## src/common/mult_defs.svh

```systemverilog
/* global sizes for the multiply unit, change here and rebuild everything
   MULT_STAGES must divide 2*MULT_XLEN or the pipe refuses to elaborate */
`ifndef MULT_DEFS_SVH
`define MULT_DEFS_SVH

////////////////////////////////////////////////////////////
// datapath widths
////////////////////////////////////////////////////////////

`define MULT_XLEN 32 // operand and result width
`define MULT_DLEN (2*`MULT_XLEN) // extended operand and full product

// default latency in cycles, one slice of the multiplier per stage
`define MULT_STAGES 4

////////////////////////////////////////////////////////////
// fields carried beside the operation
////////////////////////////////////////////////////////////

`define MULT_ROB_BITS 6 // reorder buffer entry index
`define MULT_REG_BITS 5 // architectural destination register

`endif

```

## src/common/mult_pkg.sv

```systemverilog
/* types shared by the multiply unit, sizes from mult_defs.svh
   func encoding follows funct3 of the M extension for MUL..MULHU */
`include "mult_defs.svh"

package mult_pkg;

	////////////////////////////////////////////////////////////
	// data words
	////////////////////////////////////////////////////////////

	typedef logic [`MULT_XLEN-1:0] word_t;  // rs1, rs2, rd value
	typedef logic [`MULT_DLEN-1:0] dword_t; // extended operand / product

	////////////////////////////////////////////////////////////
	// operation and bookkeeping
	////////////////////////////////////////////////////////////

	typedef logic [`MULT_ROB_BITS-1:0] rob_tag_t;
	typedef logic [`MULT_REG_BITS-1:0] reg_idx_t;

	// low two bits of funct3, OP opcode with funct7 = 0000001
	typedef enum logic [1:0] {
		MUL    = 2'b00, // low word, sign does not matter
		MULH   = 2'b01, // high word, signed x signed
		MULHSU = 2'b10, // high word, signed x unsigned
		MULHU  = 2'b11  // high word, unsigned x unsigned
	} mult_func_t;

	// returned untouched next to the result
	typedef struct packed {
		rob_tag_t rob_tag;  // where the result retires
		reg_idx_t dest_reg; // where the result is written
	} mult_tag_t;

	// every op except MUL wants the upper half of the product
	function automatic logic mult_high_word(input mult_func_t f);
		logic high;
		high = (f != MUL);
		return high;
	endfunction

endpackage

```

## src/common/mult_stage_if.sv

```systemverilog
/* one hop between multiply stages, every signal driven by the sender
   no handshake, the data fields mean something only while valid is high */
`timescale 1ns/1ps

interface mult_stage_if;
	import mult_pkg::*;

	logic   valid;   // one-cycle strobe per operation
	dword_t mcand;   // multiplicand, shifted left past the slices used so far
	dword_t mplier;  // multiplier, shifted right likewise
	dword_t product; // running sum of partial products

	// sending stage
	modport up (
		output valid,
		output mcand,
		output mplier,
		output product
	);

	// receiving stage
	modport down (
		input valid,
		input mcand,
		input mplier,
		input product
	);

endinterface

```

## src/multiplier/mult_stage.sv

```systemverilog
/* adds one multiplier slice of partial products per cycle
   slice is MULT_DLEN / NUM_STAGES bits, only valid is reset */
`timescale 1ns/1ps
`include "mult_defs.svh"

module mult_stage #(
	parameter int NUM_STAGES = `MULT_STAGES
) (
	input logic        clock,
	input logic        reset,
	mult_stage_if.down prev,
	mult_stage_if.up   next
);
	import mult_pkg::*;

	localparam int SLICE = `MULT_DLEN / NUM_STAGES; // multiplier bits eaten here

	dword_t part_d;     // slice times multiplicand
	dword_t part_q;
	dword_t sum_q;      // incoming running sum
	logic   seen_valid; // an op has entered since reset

	////////////////////////////////////////////////////////////
	// datapath, free running
	////////////////////////////////////////////////////////////

	// zero extended slice, upper product bits fall off like mod 2^DLEN
	assign part_d = dword_t'(prev.mplier[SLICE-1:0]) * prev.mcand;

	always_ff @(posedge clock) begin
		sum_q       <= prev.product;
		part_q      <= part_d;
		next.mcand  <= prev.mcand << SLICE;  // line up with next slice
		next.mplier <= prev.mplier >> SLICE; // drop consumed bits
	end

	// add after the register, keeps the multiply and the add in separate cycles
	assign next.product = sum_q + part_q;

	////////////////////////////////////////////////////////////
	// control
	////////////////////////////////////////////////////////////

	always_ff @(posedge clock) begin
		if (reset) begin
			next.valid <= 1'b0; // drops anything in flight
		end else begin
			next.valid <= prev.valid;
		end
	end

	always_ff @(posedge clock) begin
		if (reset) begin
			seen_valid <= 1'b0;
		end else if (prev.valid) begin
			seen_valid <= 1'b1;
		end
	end

	// nothing leaves this stage after reset unless something entered
	a_no_spurious_valid: assert property (
		@(posedge clock) disable iff (reset)
		next.valid |-> seen_valid
	) else $error("stage output valid without any input valid since reset");

endmodule

```

## src/multiplier/mult_pipe.sv

```systemverilog
/* fully pipelined multiply, one op per cycle, done exactly NUM_STAGES later
   NUM_STAGES must divide MULT_DLEN, product is the full double-width result */
`timescale 1ns/1ps
`include "mult_defs.svh"

module mult_pipe #(
	parameter int NUM_STAGES = `MULT_STAGES
) (
	input  logic             clock,
	input  logic             reset,
	input  logic             start,
	input  logic             mcand_signed,  // treat mcand as two's complement
	input  logic             mplier_signed, // treat mplier as two's complement
	input  mult_pkg::word_t  mcand,
	input  mult_pkg::word_t  mplier,
	output mult_pkg::dword_t product,
	output logic             done
);
	import mult_pkg::*;

	dword_t mcand_ext;
	dword_t mplier_ext;

	// hop[0] feeds the first stage, hop[NUM_STAGES] is the pipe output
	mult_stage_if hop [NUM_STAGES+1] ();

	if (`MULT_DLEN % NUM_STAGES != 0) begin : g_bad_depth
		$error("NUM_STAGES must divide the double-width operand size");
	end

	////////////////////////////////////////////////////////////
	// operand extension
	////////////////////////////////////////////////////////////

	// upper half is the sign bit when signed, zero otherwise
	assign mcand_ext  = {{`MULT_XLEN{mcand_signed & mcand[`MULT_XLEN-1]}}, mcand};
	assign mplier_ext = {{`MULT_XLEN{mplier_signed & mplier[`MULT_XLEN-1]}}, mplier};

	// seed the chain
	assign hop[0].valid   = start;
	assign hop[0].mcand   = mcand_ext;
	assign hop[0].mplier  = mplier_ext;
	assign hop[0].product = '0; // nothing summed yet

	////////////////////////////////////////////////////////////
	// stage chain
	////////////////////////////////////////////////////////////

	for (genvar g = 0; g < NUM_STAGES; g++) begin : g_stage
		mult_stage #(
			.NUM_STAGES (NUM_STAGES)
		) i_mult_stage (
			.clock (clock),
			.reset (reset),
			.prev  (hop[g]),
			.next  (hop[g+1])
		);
	end

	// last hop's shifted operands are spent, only sum and strobe leave
	assign product = hop[NUM_STAGES].product;
	assign done    = hop[NUM_STAGES].valid;

	////////////////////////////////////////////////////////////
	// latency checks
	////////////////////////////////////////////////////////////

	// every start comes out, NUM_STAGES cycles on
	a_start_to_done: assert property (
		@(posedge clock) disable iff (reset)
		start |-> ##NUM_STAGES done
	) else $error("start without done %0d cycles later", NUM_STAGES);

	// and nothing comes out that did not go in
	a_done_from_start: assert property (
		@(posedge clock) disable iff (reset)
		done |-> $past(start, NUM_STAGES)
	) else $error("done without a start %0d cycles earlier", NUM_STAGES);

endmodule

```

## src/source/tag_delay.sv

```systemverilog
/* fixed latency side line for anything that rides along with an op
   DEPTH is at least 1, slots not loaded hold all zero */
`timescale 1ns/1ps
`include "mult_defs.svh"

module tag_delay #(
	parameter int  DEPTH     = `MULT_STAGES, // match the pipe latency
	parameter type payload_t = logic
) (
	input  logic     clock,
	input  logic     reset,
	input  logic     load, // din is meaningful this cycle
	input  payload_t din,
	output payload_t dout
);

	localparam payload_t EMPTY = payload_t'('0); // idle slot

	payload_t line_q [DEPTH]; // line_q[0] is the newest entry
	payload_t head_d;

	if (DEPTH < 1) begin : g_bad_depth
		$error("tag_delay needs DEPTH of at least 1");
	end

	// bubble in when nothing starts, so stale values never ride along
	assign head_d = load ? din : EMPTY;

	always_ff @(posedge clock) begin
		if (reset) begin
			for (int i = 0; i < DEPTH; i++) begin
				line_q[i] <= EMPTY; // flush everything in flight
			end
		end else begin
			line_q[0] <= head_d;
			for (int i = 1; i < DEPTH; i++) begin
				line_q[i] <= line_q[i-1]; // shift every cycle, no stall
			end
		end
	end

	assign dout = line_q[DEPTH-1];

endmodule

```

## src/source/mult_fu.sv

```systemverilog
/* M-extension multiply unit, new op any cycle, result MULT_STAGES cycles later
   no back-pressure, the consumer must take result and tag_out while done is high */
`timescale 1ns/1ps
`include "mult_defs.svh"

module mult_fu (
	input  logic                clock,
	input  logic                reset,
	input  logic                start,   // one-cycle strobe per op
	input  mult_pkg::mult_func_t func,
	input  mult_pkg::word_t     opa,     // rs1, multiplicand
	input  mult_pkg::word_t     opb,     // rs2, multiplier
	input  mult_pkg::mult_tag_t tag_in,
	output mult_pkg::word_t     result,
	output logic                done,
	output mult_pkg::mult_tag_t tag_out
);
	import mult_pkg::*;

	localparam int DEPTH = `MULT_STAGES; // same for pipe and side lines

	logic       opa_signed;
	logic       opb_signed;
	dword_t     product;  // full product at pipe output
	mult_func_t func_q;   // func of the op now leaving the pipe

	////////////////////////////////////////////////////////////
	// function decode
	////////////////////////////////////////////////////////////

	always_comb begin
		case (func)
			MUL, MULH: begin
				opa_signed = 1'b1; // low word of MUL is sign agnostic anyway
				opb_signed = 1'b1;
			end
			MULHSU: begin
				opa_signed = 1'b1;
				opb_signed = 1'b0;
			end
			default: begin // MULHU
				opa_signed = 1'b0;
				opb_signed = 1'b0;
			end
		endcase
	end

	////////////////////////////////////////////////////////////
	// datapath and side lines
	////////////////////////////////////////////////////////////

	mult_pipe #(
		.NUM_STAGES (DEPTH)
	) i_mult_pipe (
		.clock         (clock),
		.reset         (reset),
		.start         (start),
		.mcand_signed  (opa_signed),
		.mplier_signed (opb_signed),
		.mcand         (opa),
		.mplier        (opb),
		.product       (product),
		.done          (done)
	);

	// func follows the data so the word select at the end matches its op
	tag_delay #(
		.DEPTH     (DEPTH),
		.payload_t (mult_func_t)
	) i_func_delay (
		.clock (clock),
		.reset (reset),
		.load  (start),
		.din   (func),
		.dout  (func_q)
	);

	// rob tag and rd come back in the same cycle as their result
	tag_delay #(
		.DEPTH     (DEPTH),
		.payload_t (mult_tag_t)
	) i_tag_delay (
		.clock (clock),
		.reset (reset),
		.load  (start),
		.din   (tag_in),
		.dout  (tag_out)
	);

	////////////////////////////////////////////////////////////
	// result select
	////////////////////////////////////////////////////////////

	// upper half for MULH, MULHSU, MULHU
	assign result = mult_high_word(func_q) ? product[`MULT_DLEN-1:`MULT_XLEN]
	                                       : product[`MULT_XLEN-1:0];

	// an X func would pick random signedness and a random word 4 cycles on
	a_func_known: assert property (
		@(posedge clock) disable iff (reset)
		start |-> !$isunknown(func)
	) else $error("func unknown while start is high");

endmodule

```

## config.mk

```make
export PLATFORM = sky130hd
export DESIGN_NAME = mult_fu
export DESIGN_NICKNAME = d
export VERILOG_FILES = /design/src/common/mult_pkg.sv /design/src/common/mult_stage_if.sv /design/src/multiplier/mult_stage.sv /design/src/multiplier/mult_pipe.sv /design/src/source/tag_delay.sv /design/src/source/mult_fu.sv
export VERILOG_INCLUDE_DIRS = /design/src /design/src/common
export SDC_FILE = /design/constraint.sdc
export NUM_CORES = 2
export LEC_CHECK = 0
export BUFFER_PORTS_ARGS = -buffer_cell sky130_fd_sc_hd__buf_2
export CAP_MARGIN = 0
export CORE_ASPECT_RATIO = 0.8
export CORE_UTILIZATION = 50
export CTS_CLUSTER_DIAMETER = 60
export DETAILED_ROUTE_END_ITERATION = 7
export GPL_TIMING_DRIVEN = 0
export PLACE_DENSITY_LB_ADDON = 0.3
export SETUP_SLACK_MARGIN = 0.1
export SYNTH_ARGS = -nofsm -noshare
export SYNTH_HDL_FRONTEND = slang
export SYNTH_SLANG_ARGS = --single-unit
```

## constraint.sdc

```tcl
create_clock -name clock -period 13 [get_ports clock]
set_input_delay 2.6 -clock clock [delete_from_list [all_inputs] [get_ports clock]]
set_output_delay 2.6 -clock clock [all_outputs]
set_load 0.05 [all_outputs]
```

## Word-level counts from Yosys, hierarchy flattened

Memories as Yosys holds them, arrays and structs flattened.
Cells that the tools add are included.

- RAM bits: 52
- Bits in latches: 0
- Bits in read-only memories: 0
- Memories kept: 2
- Bits in registers: 456

- Bitwise logic cells: 10
- Eq/ne operators: 2
- Mux-type cells: 16
- $lt $le $gt $ge: 0
- Shift operators: 0
- Div/mod/pow operators: 0
- Reduce and logical (&&, ||, !) cells: 4
- Add/sub/neg operators: 3
- Multipliers: 4

Memories:

| memory | words | width | read ports | clocked after memory_dff | write ports | line | RTL |
|---|---|---|---|---|---|---|---|
| i_tag_delay.line_q | 4 | 11 | 4 | 0 | 4 | tag_delay.sv:19 | `payload_t line_q [DEPTH];` |
| i_func_delay.line_q | 4 | 2 | 4 | 0 | 4 | tag_delay.sv:19 |  |

Operator list:

| cell | number |
|---|---|
| adder 64 bit | 3 |
| two-way mux 11 bit | 5 |
| multiplier 17 x 33 -> 50 bit | 1 |
| multiplier 16 x 48 -> 48 bit | 1 |
| multiplier 16 x 32 -> 32 bit | 1 |
| two-way mux 32 bit | 1 |
| multiplier 1 x 16 -> 16 bit | 1 |
| two-way mux 2 bit | 5 |
| OR 1 bit | 8 |
| two-way mux 1 bit | 5 |
| OR reduction 3 bit | 1 |
| AND 1 bit | 2 |
| == test 2 x 1 -> 1 bit (second input constant) | 1 |
| == test 2 bit (second input constant) | 1 |
| zero test 2 bit | 1 |
| nonzero test 2 bit | 1 |
| OR reduction 2 bit | 1 |

## Depth between registers and ports, before layout

- Word-level depth: 5
- Gate-level depth with buffers: 27
- Gate-level depth less buffers: 26

## Cells and area by module

Synthesis repeated with hierarchy kept, for this count alone.

- Cells, all modules: 15959
- Area total of the unflattened synthesis: 142994.6 um^2

By module, submodules not included:

| module | cells an instance | seq. area each (um^2) | times used | area each (um^2) |
|---|---|---|---|---|
| mult_stage (i_mult_pipe.g_stage[3].i_mult_stage) | 3983 | 4504.3 | 1 | 35375.2 |
| mult_stage (i_mult_pipe.g_stage[1].i_mult_stage) | 3945 | 4504.3 | 1 | 35340.1 |
| mult_stage (i_mult_pipe.g_stage[0].i_mult_stage) | 3944 | 4504.3 | 1 | 35203.8 |
| mult_stage (i_mult_pipe.g_stage[2].i_mult_stage) | 3937 | 4504.3 | 1 | 35188.7 |
| tag_delay (i_tag_delay) | 93 | 880.8 | 1 | 1209.9 |
| mult_fu | 38 | 0.0 | 1 | 427.9 |
| tag_delay (i_func_delay) | 16 | 160.2 | 1 | 232.7 |
| mult_pipe | 3 | 0.0 | 1 | 16.3 |

## Worst setup path before layout

Ideal clock, no wire load.

- Path kind: input-to-reg
- From: input port opa[31]
- To: register i_mult_pipe.g_stage[0].i_mult_stage.part_q[62]
- Arrival: 8.728 ns
- Buffers on the path: 1
- Stages on the path: 25
- Slack: 4.152 ns
- Cell sequence: a21boi_1 clkbuf_1 nand2_1 fa_1 inv_1 fa_1 inv_1 fa_1 inv_1 fa_1 fa_1 inv_1 fa_1 inv_1 ha_1 nand4_1 nor2_1 nand3_1 or4_1 o211ai_1 o31ai_1 o21a_1 o31ai_1 a21oi_1 xnor2_1

- Longest elaborated chain between the ends: 2

RTL lines:

| what | line | RTL |
|---|---|---|
| from (decl) | mult_fu.sv:11 | `input mult_pkg::word_t opa,` |
| AND 1 bit | mult_pipe.sv:36 | `` assign mcand_ext = {{`MULT_XLEN{mcand_signed & mcand[`MULT_XLEN-1]}}, mcand}; `` |
| net i_mult_pipe.g_stage[0].i_mult_stage.prev.mcand[32] | mult_stage_if.sv:24 | `input mcand,` |
| multiplier 17 x 33 -> 50 bit | mult_stage.sv:28 | `assign part_d = dword_t'(prev.mplier[SLICE-1:0]) * prev.mcand;` |
| net i_mult_pipe.g_stage[0].i_mult_stage.part_d[49] | mult_stage.sv:18 | `dword_t part_d;` |
| to (signal assigned) | mult_stage.sv:32 | `part_q <= part_d;` |
| to (decl) | mult_stage.sv:19 | `dword_t part_q;` |

The timed path passes the listed nets, and every way through them passes these cells.
A chain may end at the register's enable or synchronous reset.

## Worst setup path after layout

Ends and elaborated chain as after synthesis.

==> results.md <==
* Status: finished, final reports clean
* Worst-Skew Late Latency at 0.63 ns
* RSZ-0062 raised after global routing: false
* Top cells by area, synth: fa_1 (42%), dfxtp_1 (17%), inv_1 (8.8%)
* Detailed Routing Iterations Pass 1 at 6
* Number of global-route vias before repair at 42.9k
* WHS at 0.318 ns
* WL final at 162,000 µm
* WL/cell at 20.9 µm
* Vias/cell at 5.29
* Clk_skew at 0.0401 ns
* I/O Buffers at 123
* Die width at 382 µm
* Vias at 41.1k
* Peak Freq at 94.6 MHz
* Avg Synthesized Cell Area at 9.59 µm²
* Fillcell total at 10.4k
* Hold Crit Depth at 0
* Die area at 117,000 µm²
* Fin crit period at 10.57 ns
* Yosys cell types at 71
* Final Max Slew Viols at 0
* Slew @ Worst Pin at 1.21 ns
* Nets at 7,830
* Std cell rows at 111
* Flops & latches, synth at 480
* Initial core utilization at 50.4%
* Worst reg2reg path depth at 23
* I/O pin cnt at 124
* Final hold vios at 0
* Crit Path Category: primary input to flip-flop
* Initial antenna violation count at 16
* CP Max Fanout at 10
* Synthesis warning total at 0
* Layout area overhead at 7.36%
* Cell count after synthesis at 6,019
* Core area at 114,000 µm²
* Clock sinks at 480
* Pin count of the biggest net entering global routing at 18
* EDFF count, synth at 0
* DR iter-0 viols at 3,433
* Max-Cap Viols at 0
* Total Neg Setup Slack at 0 ns
* Post-CTS setup buffer count at 0
* Crit path top cell by count: fa_1
* Slowest Stage Delay on Critical Path at 1.00 ns
* Grt ovf at 0
* Setup violations, final at 0
* CTS tree: yes
* Synth Net Count at 7,656
* Post-CTS sizing at 0
* Total GRT Usage at 28.8%
* Combined flip-flop and latch cell area at 9610 µm²
* CTS clk-pin slew, worst paths at 0.07 ns
* Critical path endpoint category: flip-flop
* CTS H-Tree Depth at 2
* Multi-input logic area at 42,300 µm²
* Synth top area share at 41.8%
* Main flop type after synthesis: dfxtp_1
* Final ANT Viol Nets at 0
* Root Driver: clkbuf_16
* Worst EP required at 13.48 ns
* Post-CTS Hold Fix Bufs at 0
* Relative max-transition margin at 19.3%
* Synthesized area at 57,700 µm²
* Clock buffer depth at 3
* HP Class: flip-flop to flip-flop
* CP arrival at 11.06 ns
* Die height at 306 µm
* TritonCTS buffer count at 49
* Drc violations at 0
* Seq/Total Area, Yosys at 16.6%
* CP Launch Type: primary input
* Largest area contributor in the netlist: fa_1
* Layout cell share with drive strength beyond 1 at 3.88%
* Fin crit share at 81.3%
* DP HPWL at 138,000 µm
* First-pass GRT wire length at 254,000 µm
* Routability congestion estimate at 0.983
* Crit-path slowest cell: a21boi_1
* FFs w/ async S/R, synth at 0%
[path summary, 6_finish.rpt]
kind	from	endpoint	slack (ns)
max	opa[31]	i_mult_pipe.g_stage[0].i_mult_stage.part_q[62]	2.43
min	i_mult_pipe.g_stage[1].i_mult_stage.sum_q[0]	i_mult_pipe.g_stage[2].i_mult_stage.sum_q[0]	0.32
max reg2reg	i_mult_pipe.g_stage[0].i_mult_stage.next.mplier[2]	i_mult_pipe.g_stage[1].i_mult_stage.part_q[61]	4.95
min reg2reg	i_mult_pipe.g_stage[1].i_mult_stage.sum_q[0]	i_mult_pipe.g_stage[2].i_mult_stage.sum_q[0]	0.32
[per-stage QoR]
stage	util [%]	setup WS [ns]	area, µm²	cells
after detailed placement	52.6	2.04	60200	7667
after CTS	54.1	2.66	61900	7755
after global placement	52.6	2.00	60200	7667
after floorplan	-	4.15	57700	6019
after global routing	54.1	2.22	61900	7755
final	54.1	2.43	62000	7764
[cell usage after synthesis (all sizes together), types with 16 or more instances]
cell,instances
inv,1357
fa,1206
nand2,778
dfxtp,480
and2,442
ha,351
a21oi,192
clkbuf,191
xnor2,172
a21o,114
nor2,111
o21ai,109
nor2b,74
xor2,68
nand3,36
o21a,33
nand4,28
nand2b,26
nor3,25
o21bai,24
and3,19
a211oi,18
mux2,18
or3,16
[critical path: cells and delay by family]
| family | cells | cell delay, ns |
|---|---|---|
| XOR/XNOR | 1 | 0.14 |
| adder cells (fa/ha/maj) | 7 | 3.42 |
| AO/OA/AOI/OAI | 6 | 2.43 |
| buffers and inverters | 7 | 1.19 |
| AND/OR/NAND/NOR | 5 | 1.24 |
[state kept, by name (all words and copies together), names as in the netlist]
signal                                        flops
i_mult_pipe.g_stage.i_mult_stage.next.valid       4
i_mult_pipe.g_stage.i_mult_stage.sum_q          178
i_mult_pipe.g_stage.i_mult_stage.next.mplier     19
i_tag_delay.line_q                               44
i_mult_pipe.g_stage.i_mult_stage.next.mcand      81
i_func_delay.line_q                               8
i_mult_pipe.g_stage.i_mult_stage.part_q         146
[layer usage]
| layer | track usage (%) | share of wire, % | vias up |
|---|---|---|---|
| met5 | 0 | 0.0043 | - |
| met4 | 7.63 | 2.9 | 2 |
| met3 | 8.40 | 12 | 262 |
| met2 | 41.4 | 41 | 1869 |
| met1 | 42.4 | 45 | 20607 |
| li1 | - | - | 18318 |
[cells in the final DEF (no fill, tap or decap), types with 15 or more instances in the layout]
master / count
a211oi_1: 18
a21o_1: 114
a21oi_1: 190
and2_1: 442
and3_1: 19
buf_2: 123
clkbuf_1: 195
clkbuf_16: 49
dfxtp_1: 480
fa_1: 1206
ha_1: 351
inv_1: 1357
mux2_2: 18
nand2_1: 778
nand2b_1: 26
nand3_1: 36
nand4_1: 28
nor2_1: 111
nor2b_1: 74
nor3_1: 25
o21a_1: 33
o21ai_0: 97
o21bai_1: 24
o31ai_1: 15
or3_1: 16
xnor2_1: 172
xor2_1: 68
[layout make-up]
cell class,count,share of cell area (%)
clock inverters,29,0.612
diodes,9,0.0363
plain buffers,192,1.16
clock buffers,59,2.14
repair buffers,123,0.993
well taps,1525,3.08
flip-flops and latches,480,15.5
inverters,1357,8.22
multi-input cells,3990,68.3
[cell families (layout without fill, tap and decap cells)]
logic type,after synthesis,count (layout),synth area share (%)
and+or+nand+nor,1583,1583,13.2
adders and majority gates,1557,1557,49.4
buffers and inverters,1549,1760,10.1
AOI/OAI and AO/OA,592,592,6.63
DFF,480,480,16.6
xor gates and xnor gates,240,240,3.64
muxes,18,18,0.351
other,0,9,0
Power is left out: the tool's default activity adds up to more than one toggle a clock period on the data nets, which glitch-free logic cannot reach.
